[config.mk]
export PLATFORM = sky130hd
export DESIGN_NAME = button_debounce
export DESIGN_NICKNAME = d
export VERILOG_FILES = /design/src/source/button_debounce.sv
export SDC_FILE = /design/constraint.sdc
export NUM_CORES = 1
export LEC_CHECK = 0
export BUFFER_PORTS_ARGS = -buffer_cell sky130_fd_sc_hd__buf_2
export CAP_MARGIN = 15
export CORE_ASPECT_RATIO = 1.5
export CORE_MARGIN = 5
export CORE_UTILIZATION = 50
export CTS_BUF_LIST = sky130_fd_sc_hd__clkbuf_2
export CTS_CLUSTER_DIAMETER = 60
export CTS_CLUSTER_SIZE = 8
export DETAILED_ROUTE_END_ITERATION = 6
export MAX_ROUTING_LAYER = met4
export PLACE_DENSITY = 0.74
export SLEW_MARGIN = 30
export SYNTH_ARGS = -nofsm -noshare
export SYNTH_HDL_FRONTEND = slang
export SYNTH_SLANG_ARGS = --single-unit
[constraint.sdc]
create_clock -name FPGA_CLK2_50 -period 2.9 [get_ports FPGA_CLK2_50]
set_input_delay 0.435 -clock FPGA_CLK2_50 [delete_from_list [all_inputs] [get_ports FPGA_CLK2_50]]
set_output_delay 0.435 -clock FPGA_CLK2_50 [all_outputs]
set_load 0.01 [all_outputs]
[src/source/button_debounce.sv]
// Debouncer for one active-low board button, instantiated once per button in the top level
`default_nettype none
`timescale 1ns/1ps

module button_debounce #(
	parameter int DEBOUNCE_DIV = 100000
) (
	input  logic FPGA_CLK2_50,
	input  logic resetd,
	input  logic btn_n,
	output logic pressed
);

	localparam int DIV_W = $clog2(DEBOUNCE_DIV + 1);

	logic [DIV_W-1:0] div_cnt;
	logic             tick;
	logic [7:0]       history;

	// Tick once every DEBOUNCE_DIV+1 clocks
	assign tick = (div_cnt == '0);

	always_ff @(posedge FPGA_CLK2_50) begin
		if (resetd) begin
			div_cnt <= '0;
		end else if (div_cnt == DIV_W'(DEBOUNCE_DIV)) begin
			div_cnt <= '0;
		end else begin
			div_cnt <= div_cnt + 1'b1;
		end
	end

	// Sample history, output moves only on a full run of equal samples
	always_ff @(posedge FPGA_CLK2_50) begin
		if (resetd) begin
			history <= '0;
			pressed <= 1'b0;
		end else if (tick) begin
			history <= {history[6:0], ~btn_n};
			if (&history) begin
				pressed <= 1'b1;
			end
			if (history == 8'h00) begin
				pressed <= 1'b0;
			end
		end
	end

endmodule

`default_nettype wire

-- After elaboration in Yosys (flattened, before gate mapping)
Index checks and enable logic that the tools add are counted.
- output and inout bits: 1
- bits of input ports: 3
- register bits after elaboration: 26
- word-level logic and storage cells: 14
- multiplexer cells: 2
- bitwise gates (word level): 1
- add/subtract/negate cells: 1
- eq/ne operators: 1
- reduce and logical (&&, ||, !) cells: 6
- operators with widths (kind ; number):
    $add 17x1->17 const B ; 1
    $eq 17x17->1 const B ; 1
    $logic_not 17->1 ; 1
    $logic_not 8->1 ; 1
    $reduce_and 8->1 ; 1
    $mux 1 ; 2
    $reduce_and 2->1 ; 1
    $reduce_bool 2->1 ; 1
    $reduce_or 2->1 ; 1
    $not 1->1 ; 1

-- Logic depth before layout (Yosys ltp)
- depth in word-level cells: 3
- mapped depth: 7
- mapped depth without buffers: 6

-- Least setup slack after synthesis
No wires, ideal clock.
- path type: flip-flop to flip-flop
- start point: reg div_cnt[0]
- end point: reg history[0]
- arrival: 2.027 ns
- period minus slack after synthesis: 2.095 ns
- slack: 0.805 ns
- setup time: 0.068 ns
- cell stages (with the launch flop): 8
- required time: 2.832 ns
- buffers on the path: 1
- path through: dfxtp_1 inv_1 ha_1 or4b_2 or4_4 buf_6 or2_1 a21oi_2
- longest elaborated chain between the ends: 1
- ends and longest elaborated chain (what ; line ; source):
    start, declared ; 16 ; logic [DIV_W-1:0] div_cnt;
    start signal, assigned ; 29 ; div_cnt <= div_cnt + 1'b1;
    $logic_not 17->1 ; 21 ; assign tick = (div_cnt == '0);
    end signal, assigned ; 39 ; history <= {history[6:0], ~btn_n};
    end, declared ; 18 ; logic [7:0] history;
Every way passes these cells.
A chain may end at the register's enable or synchronous reset.

-- Final worst setup path
- start point: reg div_cnt[1]
- end point: reg pressed
- longest elaborated chain between the ends: 2
- ends and longest elaborated chain (what ; line ; source):
    $logic_not 17->1 ; 21 ;
    $reduce_and 2->1 (no line) ; - ;
    end signal, assigned ; 37 ; pressed <= 1'b0;
    end signal, assigned ; 41 ; pressed <= 1'b1;
    end signal, assigned ; 44 ; pressed <= 1'b0;
    end, declared ; 11 ; output logic pressed
Every way passes these cells.

==> summary.md <==
| Metric | Value |
|---|---|
| Fin. Hold Viols | `0` |
| Nets | `138` |
| Max-cap violations | `0` |
| CP max-delay cell | `or4b_2` |
| DRC | `0` |
| Via count | `888` |
| CTS H-tree lvls | `1` |
| Worst-margin pin slew | `0.454 ns` |
| Worst setup path class | `flop to flop` |
| DRT Pass-1 Iters | `6` |
| Crit path launch type | `flop` |
| Initial antenna violation count | `0` |
| # resized after CTS | `0` |
| Cell leakage power | `about 0.43 nW` |
| Aggregate global-route resource usage | `12.8%` |
| Crit end category | `flop` |
| Final period utilization | `80.1%` |
| Post-synth top flop | `dfxtp_1` |
| Post-DRT Antenna Nets | `0` |
| Layout cells sized above 1 | `9.09%` |
| N_diodes | `0` |
| Seq cells post-synth | `26` |
| Worst path arrival time | `2.61 ns` |
| Critical path origin | `div_cnt[1]` |
| Global-route wire length before repair | `3.51 mm` |
| Yosys top cell area share | `about 44%` |
| Post-synthesis async set-or-reset flop share | `0%` |
| Min Clock Period, post-route | `2.32 ns` |
| Synthesized cell area | `1180 sq um` |
| Die Height | `around 69 um` |
| Hold Startpoint | `btn_n` |
| Die width | `49.6 um` |
| VDD IR-drop max | `about 220 uV` |
| Most numerous cell in the Yosys netlist | `nor2_1` |
| Status | `completed` |
| Hold WC Path Type | `primary input to flop` |
| Area grow syn2layout | `2.23%` |
| IO Count | `4` |
| Pin count of the biggest net entering global routing | `18` |
| Longest Clk Path Bufs | `2` |
| PortBufs | `3` |
| Synth unique cells | `24` |
| RePlAce Congestion | `0.819` |
| Final Core Density | `53.3%` |
| R2r startpoint | `div_cnt[1]` |
| DP Worst Slack | `between 0.6 and 0.7 ns` |
| Setup slack after layout | `0.578 ns` |
| Core Region | `between 2000 and 2500 sq um` |
| Total design power | `559 uW` |
| Non-filler instance count after layout | `between 150 and 200` |
| Final Skew | `around 0.019 ns` |
| Seq/Total Area, Yosys | `44.2%` |
| CP cell instances | `inv_1 > ha_1 > or4b_2 > or4_4 > o31a_1 > nor3_2` |
| Clock transition at the registers of the reported paths | `around 0.25 ns` |
| Cells after synthesis | `between 100 and 150` |
| WL per Instance | `13.1 um` |
| CTS tree | `done` |
| # hold bufs at CTS | `0` |
| Setup bufs post-CTS | `0` |
| Post-synth top cells | `27 x nor2_1, 26 x dfxtp_1, 11 x xnor2_1` |
| Critical Path Fanout Max | `11` |
| Post-synth EDFFs | `0` |
| Grt ovf | `0` |
| Filler cells | `226` |
| Die area | `3450 sq um` |
| CTS Buf Count | `3` |
| Starting density of the core | `52.1%` |
| Critical Path RT | `around 3.2 ns` |
| Number of global-route vias before repair | `841` |
| Synth area leader | `dfxtp_1` |
| Placed cell count | `between 150 and 200` |
| First-iteration detailed-routing DRC count | `19` |
| Setup tns final | `0 ns` |
| Syn_nets | `between 100 and 150` |
| Final setup viols | `0` |
| Cell Pwr Density | `465 nW/um^2` |
| Root buffer cell | `clkbuf_2` |
| Slew Limit Fails | `0` |
| CP bufs+invs | `1` |
| Total wire length | `2.03 mm` |
| Leading post-synthesis cells by cell area | `dfxtp_1 44%, nor2_1 8.6%, xnor2_1 8.2%, mux2i_1 6.0%, nor4_1 5.3%` |
| Synth Warn # | `0` |
| CP delay by family, top | `simple AND/OR/NAND/NOR gates` |
| Via density | `between 5 and 6` |
| Worst path max stage delay | `0.59 ns` |
| Clock sink total | `26` |
| Row Count | `21` |
| Max-slew headroom at the worst pin | `between 60 and 70%` |
| Syn avg cell area | `just over 9 sq um` |
| RSZ-0062 raised after global routing | `false` |
| Clock Latency Late Sink | `0.35 ns` |
| Detailed placement HPWL | `1.50 mm` |
| Max Fclk | `431 MHz` |
## power breakdown
part           internal, mW  leakage (nW)  total, mW  switching (mW)
Combinational        0.0222         0.206     0.0491          0.0269
Sequential            0.365         0.210      0.373         0.00866
Clock                0.0300        0.0140      0.137           0.107
Total                 0.417         0.431      0.559           0.142
## state kept, by name, summed over array words and instances, names as in the netlist
name and count:
div_cnt 17, history 8, pressed 1
## through the flow
stage | area [sq um] | hold WS [ns]
after detailed placement | 1180 | 0.498
after floorplan | 1180 | 0.463
after global routing | 1200 | 0.334
final | 1200 | 0.326
after global placement | 1180 | 0.483
after CTS | 1200 | 0.318
## worst reg2reg max path, delay by kind of cell (launching register included)
kind,cells,cell delay (ns)
flip-flops,1,0.41
buffers and inverters,1,0.07
AO/OA/AOI/OAI,1,0.34
AND/OR/NAND/NOR,3,1.28
adder cells (fa/ha/maj),1,0.15
## layer usage
metal | GRT usage (%) | wire (um) | share of wire (%)
met5 | - | 0 | 0
met4 | 8.16 | 59 | 2.9
met3 | 2.15 | 79 | 3.9
met2 | 20.3 | 998 | 49
met1 | 14.6 | 894 | 44
## path summary, 6_finish.rpt
kind / end / slack [ns] / cells past startpoint
setup reg to reg: pressed / 0.58 / 6
setup / recovery: pressed / 0.58 / 6
hold / removal: history[0] / 0.33 / 3
hold reg to reg: history[0] / 0.52 / 2
## cell usage in the layout, fill, tap and decap left out, drive strengths merged
cell    instances
nor4           10
nand3           5
a21oi           1
xor2            4
o31a            1
inv             7
or2             1
xnor2          11
and4            1
clkinv          1
nand2           5
nand4           9
dfxtp          26
ha              2
clkbuf          3
or4             4
nor3            2
or4b            1
a31o            1
mux2i           7
nor2           27
buf             3
## final cells by class
| class | count | area (sq um) | area share (%) |
|---|---|---|---|
| Inverter | 7 | 26.3 | 2.18 |
| Timing Repair Buffer | 3 | 15.0 | 1.25 |
| Multi-Input combinational cell | 92 | 594 | 49.4 |
| Tap cell | 23 | 28.8 | 2.39 |
| Clock inverter | 1 | 3.75 | 0.312 |
| Clock buffer | 3 | 15.0 | 1.25 |
| Sequential cell | 26 | 520 | 43.2 |
## kinds of logic after synthesis
family	Yosys count	synth area share (%)
AND/OR/NAND/NOR	65	29.0
flip-flops	26	44.2
XOR/XNOR	15	11.2
buffers and inverters	12	5.31
multiplexers	7	5.95
AO/OA/AOI/OAI	3	2.23
adder cells (fa/ha/maj)	2	2.13
Power figures use the tool's default switching activity.
