$ cat config.mk
export PLATFORM = sky130hd
export DESIGN_NAME = cfg_decoder_flat
export DESIGN_NICKNAME = d
export VERILOG_FILES = /design/src/source/sys_io_pkg.sv /design/src/source/hps_io_if.sv /design/src/source/cfg_decoder.sv /design/src/flat_wrapper.sv
export SDC_FILE = /design/constraint.sdc
export NUM_CORES = 1
export LEC_CHECK = 0
export BUFFER_PORTS_ARGS = -buffer_cell sky130_fd_sc_hd__buf_2
export CORE_MARGIN = 3
export CORE_UTILIZATION = 48
export DETAILED_ROUTE_END_ITERATION = 7
export PLACE_DENSITY = 0.88
export SKIP_CTS_REPAIR_TIMING = 1
export SLEW_MARGIN = 10
export SYNTH_ARGS = -nofsm -noshare
export SYNTH_HDL_FRONTEND = slang
export SYNTH_SLANG_ARGS = --single-unit
$ cat constraint.sdc
create_clock -name FPGA_CLK2_50 -period 2 [get_ports FPGA_CLK2_50]
set_clock_uncertainty 0.05 [all_clocks]
set_input_delay 0.3 -clock FPGA_CLK2_50 [delete_from_list [all_inputs] [get_ports FPGA_CLK2_50]]
set_output_delay 0.3 -clock FPGA_CLK2_50 [all_outputs]
set_load 0.005 [all_outputs]
$ cat src/source/sys_io_pkg.sv
// Shared widths, word types and protocol constants for the HPS I/O block; referenced by scope
`default_nettype none

package sys_io_pkg;

	// ============================================================
	// Word types
	// ============================================================

	// Processor general-purpose word, both directions
	typedef logic [31:0] gp_word_t;

	// I/O channel data and the cfg word
	typedef logic [15:0] io_data_t;

	// Command byte sent at the start of a uio transfer
	typedef logic [7:0] cmd_t;

	// Reset control code from gp_out[31:30]
	typedef logic [1:0] rst_code_t;

	// ============================================================
	// Constants
	// ============================================================

	// Upper part of the magic word, the core type fills the low byte
	localparam logic [23:0] MAGIC_PREFIX = 24'h5CA623;

	// Command that loads the cfg word
	localparam cmd_t CFG_CMD = 8'd1;

endpackage

`default_nettype wire
$ cat src/source/hps_io_if.sv
// Synchronized I/O channel bundle between the HPS bridge and its consumers
`default_nettype none
`timescale 1ns/1ps

interface hps_io_if;

	// Data word and strobe of the I/O channel
	sys_io_pkg::io_data_t io_din;
	logic io_strobe;

	// Target selects
	logic io_uio;
	logic io_osd;
	logic io_fpga;

	// Bridge side drives everything
	modport bridge (output io_din, output io_strobe, output io_uio, output io_osd,
		output io_fpga);

	// Config decoder side
	modport cfg (input io_din, input io_strobe, input io_uio, input io_osd,
		input io_fpga);

endinterface

`default_nettype wire

$ cat src/source/cfg_decoder.sv
// Command decoder on the uio channel that loads the cfg word for command 1
`default_nettype none
`timescale 1ns/1ps

module cfg_decoder (
	input  logic                 FPGA_CLK2_50,
	input  logic                 resetd,
	hps_io_if.cfg                io,
	output sys_io_pkg::io_data_t cfg,
	output logic                 cfg_ready
);

	sys_io_pkg::cmd_t cmd;
	logic             has_cmd;
	logic             old_strobe;
	logic             strobe_rise;

	assign strobe_rise = io.io_strobe & ~old_strobe;

	always_ff @(posedge FPGA_CLK2_50) begin
		if (resetd) begin
			old_strobe <= 1'b0;
			has_cmd    <= 1'b0;
			cfg        <= '0;
			cfg_ready  <= 1'b0;
		end else begin
			old_strobe <= io.io_strobe;
			// uio low ends the transfer
			if (!io.io_uio) begin
				has_cmd <= 1'b0;
			end else if (strobe_rise) begin
				if (!has_cmd) begin
					has_cmd <= 1'b1;
				end else if (cmd == sys_io_pkg::CFG_CMD) begin
					cfg       <= io.io_din;
					cfg_ready <= 1'b1;
				end
			end
		end
	end

	// First word of a transfer is the command
	always_ff @(posedge FPGA_CLK2_50) begin
		if (io.io_uio && strobe_rise && !has_cmd) begin
			cmd <= io.io_din[7:0];
		end
	end

endmodule

`default_nettype wire

$ cat src/flat_wrapper.sv
// flat-port wrapper written by rule: the top's interface ports become plain ports
module cfg_decoder_flat 
  (FPGA_CLK2_50, resetd, cfg, cfg_ready, io_io_din, io_io_strobe, io_io_uio, io_io_osd, io_io_fpga);
  hps_io_if io_i ();
  input  logic FPGA_CLK2_50;
  input  logic resetd;
  output sys_io_pkg::io_data_t cfg;
  output logic cfg_ready;
  input wire logic [$bits(io_i.io_din)-1:0] io_io_din;
  input wire logic [$bits(io_i.io_strobe)-1:0] io_io_strobe;
  input wire logic [$bits(io_i.io_uio)-1:0] io_io_uio;
  input wire logic [$bits(io_i.io_osd)-1:0] io_io_osd;
  input wire logic [$bits(io_i.io_fpga)-1:0] io_io_fpga;
  assign io_i.io_din = io_io_din;
  assign io_i.io_strobe = io_io_strobe;
  assign io_i.io_uio = io_io_uio;
  assign io_i.io_osd = io_io_osd;
  assign io_i.io_fpga = io_io_fpga;
  cfg_decoder u_core (.FPGA_CLK2_50(FPGA_CLK2_50), .resetd(resetd), .io(io_i), .cfg(cfg), .cfg_ready(cfg_ready));
endmodule
Word level (Yosys, flattened, before mapping)
Cells that the tools add are included.

storage, ports and cells
  flip-flop bits (word level) = 27
  bits of input ports = 22
  word-level logic and storage cells = 14
  output and inout bits = 17

operators by class
  eq/ne operators = 1
  reductions and logical operators = 5
  bitwise logic cells = 3

operators with widths
  operator              number
  $eq A8 B1 Y1 const B  1
  $reduce_and A4 Y1     1
  $logic_and A1 B1 Y1   2
  $not A1 Y1            2
  $reduce_or A2 Y1      1
  $and A1 B1 Y1         1
  $logic_not A1 Y1      1

Logic depth before layout (Yosys ltp)
  depth in word-level cells = 4
  depth in mapped cells = 5
  depth with buffers taken out = 3

Worst setup path before layout
OpenSTA, ideal clock, no wires.

  kind = register -> register
  start = register u_core.cmd[4]
  end = register u_core.cfg[0]
  buffers on the path = 2
  arrival = 1.569 ns
  stages on the path, launching flop included = 6
  period minus slack after synthesis = 1.691 ns
  setup time = 0.072 ns
  setup slack = 0.309 ns
  data required time = 1.878 ns
  path through = edfxtp_1 -> or4_4 -> nor4_4 -> buf_6 -> buf_12 -> mux2i_1

on the way
  word-level cells in the longest chain between the ends = 2

RTL lines
  what                                RTL line           RTL
  start, declared                     cfg_decoder.sv:13  sys_io_pkg::cmd_t cmd;
  start signal, assigned              cfg_decoder.sv:45  cmd <= io.io_din[7:0];
  $eq A8 B1 Y1                        cfg_decoder.sv:34  end else if (cmd == sys_io_pkg::CFG_CMD) begin
  $reduce_and A4 Y1 (no source line)  -
  end signal, assigned                cfg_decoder.sv:35  cfg <= io.io_din;
  end, declared                       cfg_decoder.sv:9   output sys_io_pkg::io_data_t cfg,

Every way passes these cells.
A chain may end at the register's enable or synchronous reset.

Worst setup path in the final report
  start = register u_core.cmd[4]
  end = register u_core.cfg[11]

The elaborated chain is that of the path after synthesis.

==> flow_summary_export.csv <==
group,metric,value,unit
floorplan,io_pins,39,
setup_path,start_kind,"register",
drt,drt_iter0_drc,9,
setup_path,rr_worst_depth,4,
synth,synth_area_per_cell,12.3,µm²
finish,layout-drive-gt1-share,0.339,
synth,synth_top_area_cell,"dfxtp_1",
timing,final_hold_viol_count,0,
worst_hold_path,hold_class,"input port to register",
synth,synth-compound-area-share,0.0134,
placement,hpwlAfterDp,1390,µm
outcome,status,"complete, no violations",
setup_path,r2r_slack,0.26,ns
setup_path,critical_path_arrival,1.95,ns
timing,fmax,0.573,GHz
clocking,clkSinkCount,27,
drt,post_drt_wl_per_cell,12.5,µm
clocking,clockRootBuffer,"clkbuf_4",
setup_path,worstReg2RegStart,"u_core.cmd[4]$_DFFE_PP_",
setup_path,cp-end-kind,"register",
global_routing,grt_usage,0.139,
clocking,tritoncts,"done",
finish,layout_commonest_cell,"buf_2",
synth,synth-simple-area-share,0.249,
placement,gp_congestion,0.643,
synth,ys_types,19,
drt,dr_wl_met2,892,µm
setup_path,crit_fanout,17,
timing,relSlewSlack,0.579,
drt,antenna_left,0,
clocking,h-tree-depth,1,
clocking,cts_buffers,3,
placement,placed_area,1310,µm²
floorplan,dieArea,2960,µm²
drt,drc,0,
floorplan,die_h,54.4,µm
drt,finalWirelength,1930,µm
global_routing,antenna_found_initial,0,
pwr,peakVddDrop,0.456,mV
global_routing,grt_pass1_wl,2840,µm
global_routing,grt_pass1_vias,646,
finish,nets,150,
timing,finalMaxSlewViolations,0,
clocking,clockBufferDepth,2,
synth,synth_adder_area_share,0,
setup_path,worst_path_max_delay_cell,"or4_4",
synth,ys_seq_area_frac,0.552,
floorplan,die_x,54.4,µm
setup_path,worstReg2RegEnd,"u_core.cfg[11]$_SDFFE_PP0P_",
synth,yosysTopAreaCellShare,0.339,
finish,num_antenna_cells,0,
setup_path,startpoint,"u_core.cmd[4]$_DFFE_PP_",
synth,synth_xor_area_frac,0,
setup_path,path_class,"register to register",
pwr,power.density,649,nW/µm²
finish,fin_util,0.644,
timing,rsz0062_at_grt,"false",
clocking,clkTransAtPathRegs,0.14,ns
setup_path,crit_required,2.21,ns
timing,setup_viol,0,
drt,met1Wirelength,864,µm
setup_path,cp_cell_sequence,"or4_4, nor4_4, buf_12, mux2i_1",
timing,worstMarginPinSlew,0.630,ns
timing,finalSetupTns,0,ns
drt,viasPerCell,4.83,
setup_path,max_stage_delay,0.55,ns
timing,finalCriticalPeriod,1.74,ns
synth,yosys_warnings,0,
finish,fin_area,1340,µm²
floorplan,start_util,0.540,
timing,fin_crit_sh,0.872,
synth,synth_nets,113,
drt,wl_met3,124,µm
clocking,clock_latency,0.32,ns
setup_path,cp-endpoint,"u_core.cfg[11]$_SDFFE_PP0P_",
synth,synth_top_family_by_area,"simple AND/OR/NAND/NOR gates",
finish,area_growth,19.3,%
pwr,p_leak,0.000563,µW
job,maxCapViolations,0,
floorplan,rows,16,
synth,synth_cells,91,
drt,route.top_layer_used,"met4",
timing,hold_ws,0.108,ns
global_routing,overflow,0,
finish,final_cell_mix,"36 x buf_2, 32 x nand2b_1, 19 x dfxtp_1",
placement,io_buffers,36,
synth,postSynthRegisterBits,27,
worst_hold_path,min_from,"io_io_din[5]",
global_routing,grt_start_max_net_pins,36,
synth,synthMuxAreaShare,0.143,
synth,ys_top_cells_by_area,"dfxtp_1 34%, edfxtp_1 21%, nand2b_1 18%, mux2i_1 14%, nor4_4 1.9%",
drt,drt-pass1-iter-count,4,
synth,syn_area,1120,µm²
floorplan,coreArea,2080,µm²
drt,vias,744,
timing,fin_ws,0.255,ns
placement,pre_cts_ws,0.277,ns
[how the worst min path moves through the flow]
stage                                     to  slack [ns]  cells after the start
2_1_floorplan        u_core.cmd[0]$_DFFE_PP_        0.35                      0
3_3_place_gp   u_core.cfg_ready$_SDFFE_PP0P_        0.40                      1
3_5_place_dp      u_core.cfg[1]$_SDFFE_PP0P_        0.42                      2
4_1_cts              u_core.cmd[5]$_DFFE_PP_         0.1                      1
5_1_grt              u_core.cmd[3]$_DFFE_PP_        0.09                      1
6_report             u_core.cmd[5]$_DFFE_PP_        0.11                      1
[through the flow]
step | std cells | power [µW]
CTS | 154 | 877
global placement | 150 | 643
global route | 154 | 900
finish | 154 | 870
floorplan | 91 | 619
detailed placement | 150 | 646
[cells in the mapped netlist]
master	number
buf_6	1
or4_4	1
buf_12	1
nor2b_1	1
nor3b_1	1
or3_1	1
nor2_1	1
clkbuf_1	2
inv_1	1
nand2b_1	32
o21ba_1	1
nor4_4	1
nand2_1	1
a21oi_1	1
edfxtp_1	8
dfxtp_1	19
nand3b_4	1
buf_2	1
mux2i_1	16
[layer usage]
metal / up-vias / global-route usage
li1: 374 / -
met1: 345 / 0.178
met2: 20 / 0.203
met3: 5 / 0.0327
met4: 0 / 0.0996
met5: - / 0
[state kept, by name, indices dropped and copies added (netlist names)]
signal	flops
u_core.has_cmd	1
u_core.cfg	16
u_core.cmd	8
u_core.cfg_ready	1
u_core.old_strobe	1
[report_power, final]
part | leakage (µW) | switching, µW | total, µW | internal [µW]
clock | 0.0000150 | 158 | 236 | 78.2
combinational | 0.000321 | 26.4 | 57.8 | 31.4
sequential | 0.000227 | 2.77 | 576 | 573
[cells by family (layout without fill, tap and decap cells)]
group                  count (synthesis)  after routing
AND/OR/NAND/NOR                       40             40
flip-flops                            27             27
multiplexers                          16             16
buffers and inverters                  6             42
AO/OA/AOI/OAI                          2              2
[worst max-delay path, delay by kind of cell (launching register included)]
kind / cells / cell delay, ns
buffers and inverters: 1 / 0.21
DFF: 1 / 0.39
muxes: 1 / 0.21
and+or+nand+nor: 2 / 0.82
[cell type report]
cell class	count	area, µm²
clock buffers	4	26.3
flip-flops and latches	27	621
multi-input cells	58	455
well taps	27	33.8
fillers	187	742
repair buffers	37	200
inverters	1	3.75
Note: power is estimated with default switching activity, not from simulation.
