**config.mk**
```make
export PLATFORM = sky130hd
export DESIGN_NAME = hps_gp_bridge_flat
export DESIGN_NICKNAME = d
export VERILOG_FILES = /design/src/source/sys_io_pkg.sv /design/src/source/hps_io_if.sv /design/src/source/hps_gp_bridge.sv /design/src/flat_wrapper.sv
export SDC_FILE = /design/constraint.sdc
export NUM_CORES = 1
export LEC_CHECK = 0
export BUFFER_PORTS_ARGS = -buffer_cell sky130_fd_sc_hd__buf_2
export CAP_MARGIN = 25
export CORE_MARGIN = 10
export CORE_UTILIZATION = 46
export CTS_BUF_LIST = sky130_fd_sc_hd__clkbuf_4 sky130_fd_sc_hd__clkbuf_8
export CTS_CLUSTER_SIZE = 8
export DETAILED_ROUTE_END_ITERATION = 10
export GPL_TIMING_DRIVEN = 1
export PLACE_DENSITY_LB_ADDON = 0.12
export SLEW_MARGIN = 20
export SYNTH_ARGS = -nofsm -noshare
export SYNTH_HDL_FRONTEND = slang
export SYNTH_SLANG_ARGS = --single-unit
```
**constraint.sdc**
```tcl
create_clock -name FPGA_CLK2_50 -period 2.7 [get_ports FPGA_CLK2_50]
set_clock_uncertainty 0.15 [all_clocks]
set_input_delay 0.81 -clock FPGA_CLK2_50 [delete_from_list [all_inputs] [get_ports FPGA_CLK2_50]]
set_output_delay 0.81 -clock FPGA_CLK2_50 [all_outputs]
set_load 0.1 [all_outputs]
```
**src/source/sys_io_pkg.sv**
```systemverilog
// Shared widths, word types and protocol constants for the HPS I/O block; referenced by scope
`default_nettype none

package sys_io_pkg;

	// ============================================================
	// Word types
	// ============================================================

	// Processor general-purpose word, both directions
	typedef logic [31:0] gp_word_t;

	// I/O channel data and the cfg word
	typedef logic [15:0] io_data_t;

	// Command byte sent at the start of a uio transfer
	typedef logic [7:0] cmd_t;

	// Reset control code from gp_out[31:30]
	typedef logic [1:0] rst_code_t;

	// ============================================================
	// Constants
	// ============================================================

	// Upper part of the magic word, the core type fills the low byte
	localparam logic [23:0] MAGIC_PREFIX = 24'h5CA623;

	// Command that loads the cfg word
	localparam cmd_t CFG_CMD = 8'd1;

endpackage

`default_nettype wire
```
**src/source/hps_io_if.sv**
```systemverilog
// Synchronized I/O channel bundle between the HPS bridge and its consumers
`default_nettype none
`timescale 1ns/1ps

interface hps_io_if;

	// Data word and strobe of the I/O channel
	sys_io_pkg::io_data_t io_din;
	logic io_strobe;

	// Target selects
	logic io_uio;
	logic io_osd;
	logic io_fpga;

	// Bridge side drives everything
	modport bridge (output io_din, output io_strobe, output io_uio, output io_osd,
		output io_fpga);

	// Config decoder side
	modport cfg (input io_din, input io_strobe, input io_uio, input io_osd,
		input io_fpga);

endinterface

`default_nettype wire

```
**src/source/hps_gp_bridge.sv**
```systemverilog
// HPS general-purpose port bridge: synchronizer, I/O strobe and ack, gp_in status packing
`default_nettype none
`timescale 1ns/1ps

module hps_gp_bridge #(
	parameter logic [7:0] CORE_TYPE = 8'hA5
) (
	input  logic                  FPGA_CLK2_50,
	input  logic                  resetd,
	input  sys_io_pkg::gp_word_t  gp_out,
	output sys_io_pkg::gp_word_t  gp_in,
	input  logic                  io_wait,
	input  sys_io_pkg::io_data_t  io_dout,
	input  logic                  btn_user,
	input  logic                  btn_osd,
	output sys_io_pkg::rst_code_t rst_code,
	hps_io_if.bridge              io
);

	// Standard I/O protocol, narrow bus
	localparam logic [1:0] IO_VER  = 2'd0;
	localparam logic       IO_WIDE = 1'b0;

	sys_io_pkg::gp_word_t gp_outd;
	sys_io_pkg::gp_word_t gp_outr;
	sys_io_pkg::gp_word_t status_word;
	logic                 io_clk;
	logic                 rack;
	logic                 io_ack;

	// ============================================================
	// Two-stage synchronizer
	// ============================================================
	always_ff @(posedge FPGA_CLK2_50) begin
		if (resetd) begin
			gp_outd <= '0;
			gp_outr <= '0;
		end else begin
			gp_outd <= gp_out;
			gp_outr <= gp_outd;
		end
	end

	// Field split of the synchronized word
	assign io.io_din  = gp_outr[15:0];
	assign io_clk     = gp_outr[17];
	assign io.io_fpga = gp_outr[18];
	assign io.io_osd  = gp_outr[19];
	assign io.io_uio  = gp_outr[20];
	assign rst_code   = gp_outr[31:30];

	// ============================================================
	// Toggle strobe and acknowledge
	// ============================================================
	assign io.io_strobe = io_clk ^ rack;

	// Ack frozen while the core waits, unless a new strobe is pending
	always_ff @(posedge FPGA_CLK2_50) begin
		if (resetd) begin
			rack   <= 1'b0;
			io_ack <= 1'b0;
		end else if (!io_wait || io.io_strobe) begin
			rack   <= io_clk;
			io_ack <= rack;
		end
	end

	// Bit 31 low tells the HPS that the FPGA is configured
	assign status_word = {1'b0, btn_user, btn_osd, 9'd0, IO_VER, IO_WIDE, io_ack, io_dout};

	// Magic word until the processor sets bit 31
	assign gp_in = gp_out[31] ? status_word : {sys_io_pkg::MAGIC_PREFIX, CORE_TYPE};

endmodule

`default_nettype wire

```
**src/flat_wrapper.sv**
```systemverilog
// flat-port wrapper written by rule: the top's interface ports become plain ports
module hps_gp_bridge_flat 
#(
	parameter logic [7:0] CORE_TYPE = 8'hA5
)
  (FPGA_CLK2_50, resetd, gp_out, gp_in, io_wait, io_dout, btn_user, btn_osd, rst_code, io_io_din, io_io_strobe, io_io_uio, io_io_osd, io_io_fpga);
  hps_io_if io_i ();
  input  logic FPGA_CLK2_50;
  input  logic resetd;
  input  sys_io_pkg::gp_word_t gp_out;
  output sys_io_pkg::gp_word_t gp_in;
  input  logic io_wait;
  input  sys_io_pkg::io_data_t io_dout;
  input  logic btn_user;
  input  logic btn_osd;
  output sys_io_pkg::rst_code_t rst_code;
  output wire logic [$bits(io_i.io_din)-1:0] io_io_din;
  output wire logic [$bits(io_i.io_strobe)-1:0] io_io_strobe;
  output wire logic [$bits(io_i.io_uio)-1:0] io_io_uio;
  output wire logic [$bits(io_i.io_osd)-1:0] io_io_osd;
  output wire logic [$bits(io_i.io_fpga)-1:0] io_io_fpga;
  assign io_io_din = io_i.io_din;
  assign io_io_strobe = io_i.io_strobe;
  assign io_io_uio = io_i.io_uio;
  assign io_io_osd = io_i.io_osd;
  assign io_io_fpga = io_i.io_fpga;
  hps_gp_bridge #(.CORE_TYPE(CORE_TYPE)) u_core (.FPGA_CLK2_50(FPGA_CLK2_50), .resetd(resetd), .gp_out(gp_out), .gp_in(gp_in), .io_wait(io_wait), .io_dout(io_dout), .btn_user(btn_user), .btn_osd(btn_osd), .rst_code(rst_code), .io(io_i));
endmodule
```
Word-level counts from Yosys, hierarchy flattened
Index checks and enable logic that the tools add are counted.
{"block": "word_totals", "regBits": 66, "in_bits": 53, "out_inout_bits": 54, "word_cells": 8}
{"block": "op_classes", "muxes": 1, "bitwise": 1, "n_reduce_logical": 2}
{"op": "$mux W31", "count": 1}
{"op": "$logic_not A1 Y1", "count": 1}
{"op": "$logic_or A1 B1 Y1", "count": 1}
{"op": "$xor A1 B1 Y1", "count": 1}

Depth between registers and ports, before layout
Gate-level depths: netlist of run 1.
{"block": "logic_depth", "depth_word": 2, "mapped_depth": 3, "ltp_nobuf": 2}

Least setup slack after synthesis of run 1
OpenSTA, ideal clock, no wires.
{"block": "synth_path", "path_kind": "input to output", "from": "input gp_out[31]", "to": "output gp_in[18]", "arrival_ns": 2.086, "required_ns": 1.740, "slack_ns": -0.346, "cell_stages": 3, "path_buffers": 2, "path_cell_list": "buf_2 > inv_1 > buf_4"}
{"block": "synth_between", "elab_chain_len": 1}
{"item": "start, declared", "line": "flat_wrapper.sv:10", "rtl": "input sys_io_pkg::gp_word_t gp_out;"}
{"item": "$mux W31", "line": "hps_gp_bridge.sv:72", "rtl": "assign gp_in = gp_out[31] ? status_word : {sys_io_pkg::MAGIC_PREFIX, CORE_TYPE};"}
{"item": "end, declared", "line": "flat_wrapper.sv:11", "rtl": "output sys_io_pkg::gp_word_t gp_in;"}
Every way passes these cells.

Worst setup path after layout of run 1
{"block": "layout_path", "from": "input gp_out[31]", "to": "output gp_in[17]"}
The elaborated chain is that of the path after synthesis.

==> flow_summary_export.csv, run 1 <==
group,metric,value,unit
worst_setup_path,cp_slowest_cell,"clkinvlp_4",
worst_setup_path,critPathKind,"primary input to output port",
power_and_ir_drop,totalPowerFinal,1590,uW
global_route,overflow,0,
power_and_ir_drop,powerDensity,661,nW/um^2
die,row_count,21,
worst_hold_path,min_from,"u_core.gp_outd[8]",
power_and_ir_drop,ir_drop,0.253,mV
worst_setup_path,end_kind,"output port",
worst_setup_path,crit_path_start_kind,"primary input",
route,drt_iter0_markers,26,
synth,syn_inst,155,
final_layout,synthToLayoutAreaGrowth,47.2,%
route,num_vias,1107,
die,initial_core_util,48.3,%
status,status,"completed",
route,dr.pass1.iters,3,
route,route.detailed.drc,0,
synth,synth_cell_types,15,
cts,clock_latency,0.34,ns
flow_run,cap_violations,0,
placed_design,port_buffers,90,
die,die_area,6350,um^2
timing,rsz0062_at_grt,"no",
global_route,grt_max_degree,45,
global_route,antenna_found_initial,0,
worst_setup_path,crit_buf_inv,3,
die,ios,107,
timing,worst_slew_pin_slew,0.694,ns
route,finalWirelength,3590,um
worst_setup_path,required,1.74,ns
timing,period_needed,2.48,ns
global_route,grt_pass1_wl,5750,um
power_and_ir_drop,p_leak,0.00114,uW
worst_setup_path,r2r_end,"u_core.io_ack",
final_layout,final-instance-count-excl-fill,269,
worst_setup_path,crit_fanout,8,
placed_design,dpl_worst_slack,0.223,ns
synth,avgSynthCellArea,10.6,um^2
final_layout,final_cell_mix,"buf_2, dfxtp_1, nor2b_1",
cts,cts-resized-gates,0,
worst_setup_path,ff2ff_setup_slack,1.75,ns
timing,finalHoldViolCount,0,
synth,ys_seq_elements,46,
placed_design,place.gp.congestion,0.671,
worst_hold_path,hold_depth,1,
cts,cts_max_level,2,
timing,worst_slack,0.224,ns
cts,hold_buffers,0,
synth,syn_area,1640,um^2
placed_design,hpwl,3090,um
worst_hold_path,min_delay_worst_endpoint,"u_core.gp_outr[8]",
cts,clock_path_buffers,2,
final_layout,nets,275,
worst_setup_path,r2r_cells,2,
timing,holdWs,0.298,ns
worst_setup_path,r2r-start,"u_core.rack",
synth,synth-seq-area-share,56.2,%
route,route.antenna.remaining_nets,0,
cts,postCtsSetupBuffers,0,
die,fp.coreArea,3390,um^2
final_layout,final_common_cell,"buf_2",
worst_setup_path,path_delay_family,"buffers and inverters",
timing,finalSetupViolations,0,
global_route,grt_util_all_layers,11.8,%
die,dieHeight,79.7,um
route,drt-wirelength-per-cell,13.3,um
timing,finalCritPeriodShare,91.7,%
worst_setup_path,max_stage_delay,0.30,ns
worst_setup_path,path_cells,"buf_2, clkinvlp_4, buf_12",
synth,ys.warnings.count,0,
cts,numCtsBuffers,5,
global_route,first_global_vias,1231,
timing,max_slew_margin,53.7,%
worst_setup_path,path_depth,3,
cts,cts_root_buf,"clkbuf_4",
timing,clock.fmax,404,MHz
timing,drv_slew,0,
route,viasPerCell,4.12,
cts,cts_tree,"built",
cts,cts.reportedPaths.clkPinSlew,0.12,ns
die,die_w,79.7,um
worst_setup_path,critPathArrivalTime,1.52,ns
final_layout,drive_above_1_share,50.7,%
worst_hold_path,hold_class,"register to register",
cts,numClockSinks,46,
placed_design,dp_cells,261,
timing,tns,0,ns
final_layout,diodes,0,
==> stage by stage <==
stage               cell area (um^2)  util, %
floorplan                       1700        -
global placement                2330     68.7
detailed placement              2330     68.7
CTS                             2410     71.1
global route                    2410     71.1
finish                          2410     71.1
==> how the worst max path moves through the flow <==
stage / endpoint / startpoint
6_report: gp_in[17] / gp_out[31]
5_1_grt: gp_in[16] / gp_out[31]
4_1_cts: gp_in[17] / gp_out[31]
3_5_place_dp: gp_in[17] / gp_out[31]
3_3_place_gp: gp_in[17] / gp_out[31]
2_1_floorplan: gp_in[18] / gp_out[31]
==> Yosys cell counts (all sizes together) <==
cell type	instances	area (um^2)
clkbuf	1	3.75
a21oi	1	5.00
inv	2	7.51
xor2	1	8.76
nand2b	8	50.1
nor2b	45	282
conb	1	3.75
or2	1	6.26
o32ai	1	16.3
buf	36	262
and2	11	68.8
dfxtp	46	921
nor2	1	3.75
==> final cells by class <==
cell class	instances	area, um^2
Fill cell	269	978
Sequential cell	46	921
Timing Repair Buffer	92	856
Multi-Input combinational cell	75	483
Tap cell	46	57.6
Clock buffer	6	45.0
Clock inverter	2	37.5
Inverter	2	11.3
==> kinds of logic (layout without fill, tap and decap cells) <==
family | Yosys count | after routing | share of synthesized area [%]
AOI/OAI and AO/OA | 2 | 2 | 1.30
DFF | 46 | 46 | 56.2
other | 1 | 6 | 0.229
xor gates and xnor gates | 1 | 1 | 0.535
and+or+nand+nor | 66 | 66 | 25.1
buffers and inverters | 39 | 102 | 16.7
==> layer usage <==
layer  vias to the layer above  routed length [um]  global-route usage, %
li1                        558                   -                      -
met1                       473                1030                   8.30
met2                        69                1660                   19.3
met3                         7                 822                   13.1
met4                         0                  72                   5.38
met5                         -                   0                      0
==> flip-flops by register name, summed over array words and instances, names as in the netlist <==
register	cells
u_core.gp_outd	22
u_core.gp_outr	22
u_core.io_ack	1
u_core.rack	1
==> power breakdown <==
group | internal (uW) | switching (uW) | total (uW)
logic | 132 | 340 | 473
clock network | 205 | 200 | 405
registers | 710 | 7.06 | 717
No activity file was read; power rests on OpenSTA's default activity.
==> run 2: changes to the inputs <==
Settings changed: CAP_MARGIN 25 to 15, CORE_UTILIZATION 46 to 43, RECOVER_POWER set to 50.
Clock period 2.7 ns to 2.55 ns, I/O delays scaled along.
==> run 2 against run 1 <==
Against the previous run:
- global-route usage down 0.23 points
- cell count up 1.1%
- sequential share of layout area down 0.47 points
- non-clock buffer count up 1
- hold slack worse by 0.010 ns
- cell area up 1.2%
- first-iteration DRC count down 15%
- flip-flop and latch count unchanged
- routed wire length up 2.2%
- clock power up 29%
- total power up 12%
- combinational power up 5.9%
==> flow_summary_export.csv, run 2 (synthesis results as in run 1) <==
group,metric,value,unit
worst_setup_path,crit_fanout,13,
placed_design,dp_cells,264,
cts,clock_path_buffers,2,
power_and_ir_drop,totalPowerFinal,1780,uW
timing,finalSetupViolations,0,
global_route,overflow,0,
timing,clock.fmax,423,MHz
cts,numCtsBuffers,5,
worst_setup_path,crit_path_start_kind,"primary input",
timing,drv_slew,0,
worst_setup_path,r2r-start,"u_core.rack",
worst_setup_path,critPathKind,"primary input to output port",
die,initial_core_util,44.7,%
global_route,grt_util_all_layers,11.6,%
cts,cts.reportedPaths.clkPinSlew,0.08,ns
final_layout,nets,276,
timing,period_needed,2.36,ns
route,dr.pass1.iters,3,
worst_setup_path,critPathArrivalTime,1.45,ns
route,route.detailed.drc,0,
global_route,antenna_found_initial,0,
final_layout,fin_util,66.7,%
cts,postCtsSetupBuffers,0,
final_layout,final-instance-count-excl-fill,272,
die,fp.coreArea,3660,um^2
final_layout,top_regs,"u_core.gp_outd: 22 flops, u_core.gp_outr: 22 flops",
placed_design,port_buffers,90,
route,drt-wirelength-per-cell,13.5,um
global_route,grt_max_degree,37,
placed_design,place.gp.congestion,0.703,
power_and_ir_drop,p_leak,0.00116,uW
timing,worst_slew_pin_slew,1.39,ns
cts,numClockSinks,46,
cts,cts_root_buf,"clkbuf_8",
flow_run,cap_violations,0,
power_and_ir_drop,powerDensity,730,nW/um^2
timing,max_slew_margin,7.55,%
worst_setup_path,r2r_end,"u_core.io_ack",
final_layout,diodes,0,
die,die_w,81.7,um
die,ios,107,
power_and_ir_drop,ir_drop,0.316,mV
timing,finalCritPeriodShare,92.7,%
final_layout,drive_above_1_share,50.0,%
route,finalWirelength,3660,um
route,route.antenna.remaining_nets,0,
die,row_count,22,
placed_design,dpl_worst_slack,0.175,ns
global_route,first_global_vias,1252,
cts,clock_latency,0.29,ns
worst_hold_path,min_delay_worst_endpoint,"u_core.gp_outr[13]",
status,status,"completed",
route,viasPerCell,4.07,
final_layout,final_cell_mix,"buf_2, dfxtp_1, nor2b_1",
timing,finalHoldViolCount,0,
die,die_area,6680,um^2
timing,holdWs,0.288,ns
worst_setup_path,r2r_cells,2,
route,num_vias,1106,
worst_hold_path,hold_class,"register to register",
final_layout,final_common_cell,"buf_2",
worst_hold_path,min_from,"u_core.gp_outd[13]",
timing,worst_slack,0.186,ns
timing,rsz0062_at_grt,"no",
cts,cts_tree,"built",
worst_hold_path,hold_depth,1,
cts,hold_buffers,0,
worst_setup_path,ff2ff_setup_slack,1.55,ns
worst_setup_path,required,1.64,ns
final_layout,synthToLayoutAreaGrowth,49.0,%
global_route,grt_pass1_wl,5930,um
worst_setup_path,end_kind,"output port",
die,dieHeight,81.7,um
route,drt_iter0_markers,22,
cts,cts-resized-gates,0,
cts,cts_max_level,2,
## run 2: cell types whose count changed in the layout (fill, tap and decap cells not counted), sizes merged
cell	before	now
buf	92	90
clkbuf	6	9
## run 2: layout make-up
| type | count | area (um^2) |
|---|---|---|
| well taps | 48 | 60.1 |
| flip-flops and latches | 46 | 921 |
| inverters | 2 | 11.3 |
| fillers | 287 | 1220 |
| clock inverters | 2 | 37.5 |
| repair buffers | 93 | 860 |
| multi-input cells | 75 | 475 |
| clock buffers | 6 | 76.3 |
## run 2: metrics by stage
| step | area (um^2) | setup TNS, ns |
|---|---|---|
| 2_1_floorplan | 1700 | -0.841 |
| 3_5_place_dp | 2340 | 0 |
| 5_1_grt | 2440 | 0 |
| 4_1_cts | 2450 | 0 |
| 3_3_place_gp | 2340 | 0 |
| 6_report | 2440 | 0 |
## run 2: power breakdown
part	switching, uW	internal (uW)	total, uW	leakage, uW
clock	220	303	523	0.0000548
sequential	7.60	751	758	0.000380
combinational	361	141	501	0.000721
## run 2: worst max-delay path: stages
cell and delay, ns:
buf_2 0.19, clkinvlp_4 0.10, buf_4 0.20, buf_12 0.18
## run 2: layer usage
layer	wire length, um	global-route usage, %	part of all wire [%]
met5	0	0	0
met4	32	4.08	0.87
met3	785	11.9	21
met1	1020	8.61	28
met2	1820	19.7	50
## run 2: worst max path at each step
stage / startpoint / endpoint / slack, ns / cells past startpoint
after floorplan: gp_out[31] / gp_in[18] / -0.15 / 3
after global routing: gp_out[31] / gp_in[18] / 0.11 / 4
after CTS: gp_out[31] / gp_in[18] / 0.17 / 4
final: gp_out[31] / gp_in[18] / 0.19 / 4
after global placement: gp_out[31] / gp_in[27] / 0.19 / 4
after detailed placement: gp_out[31] / gp_in[18] / 0.18 / 4
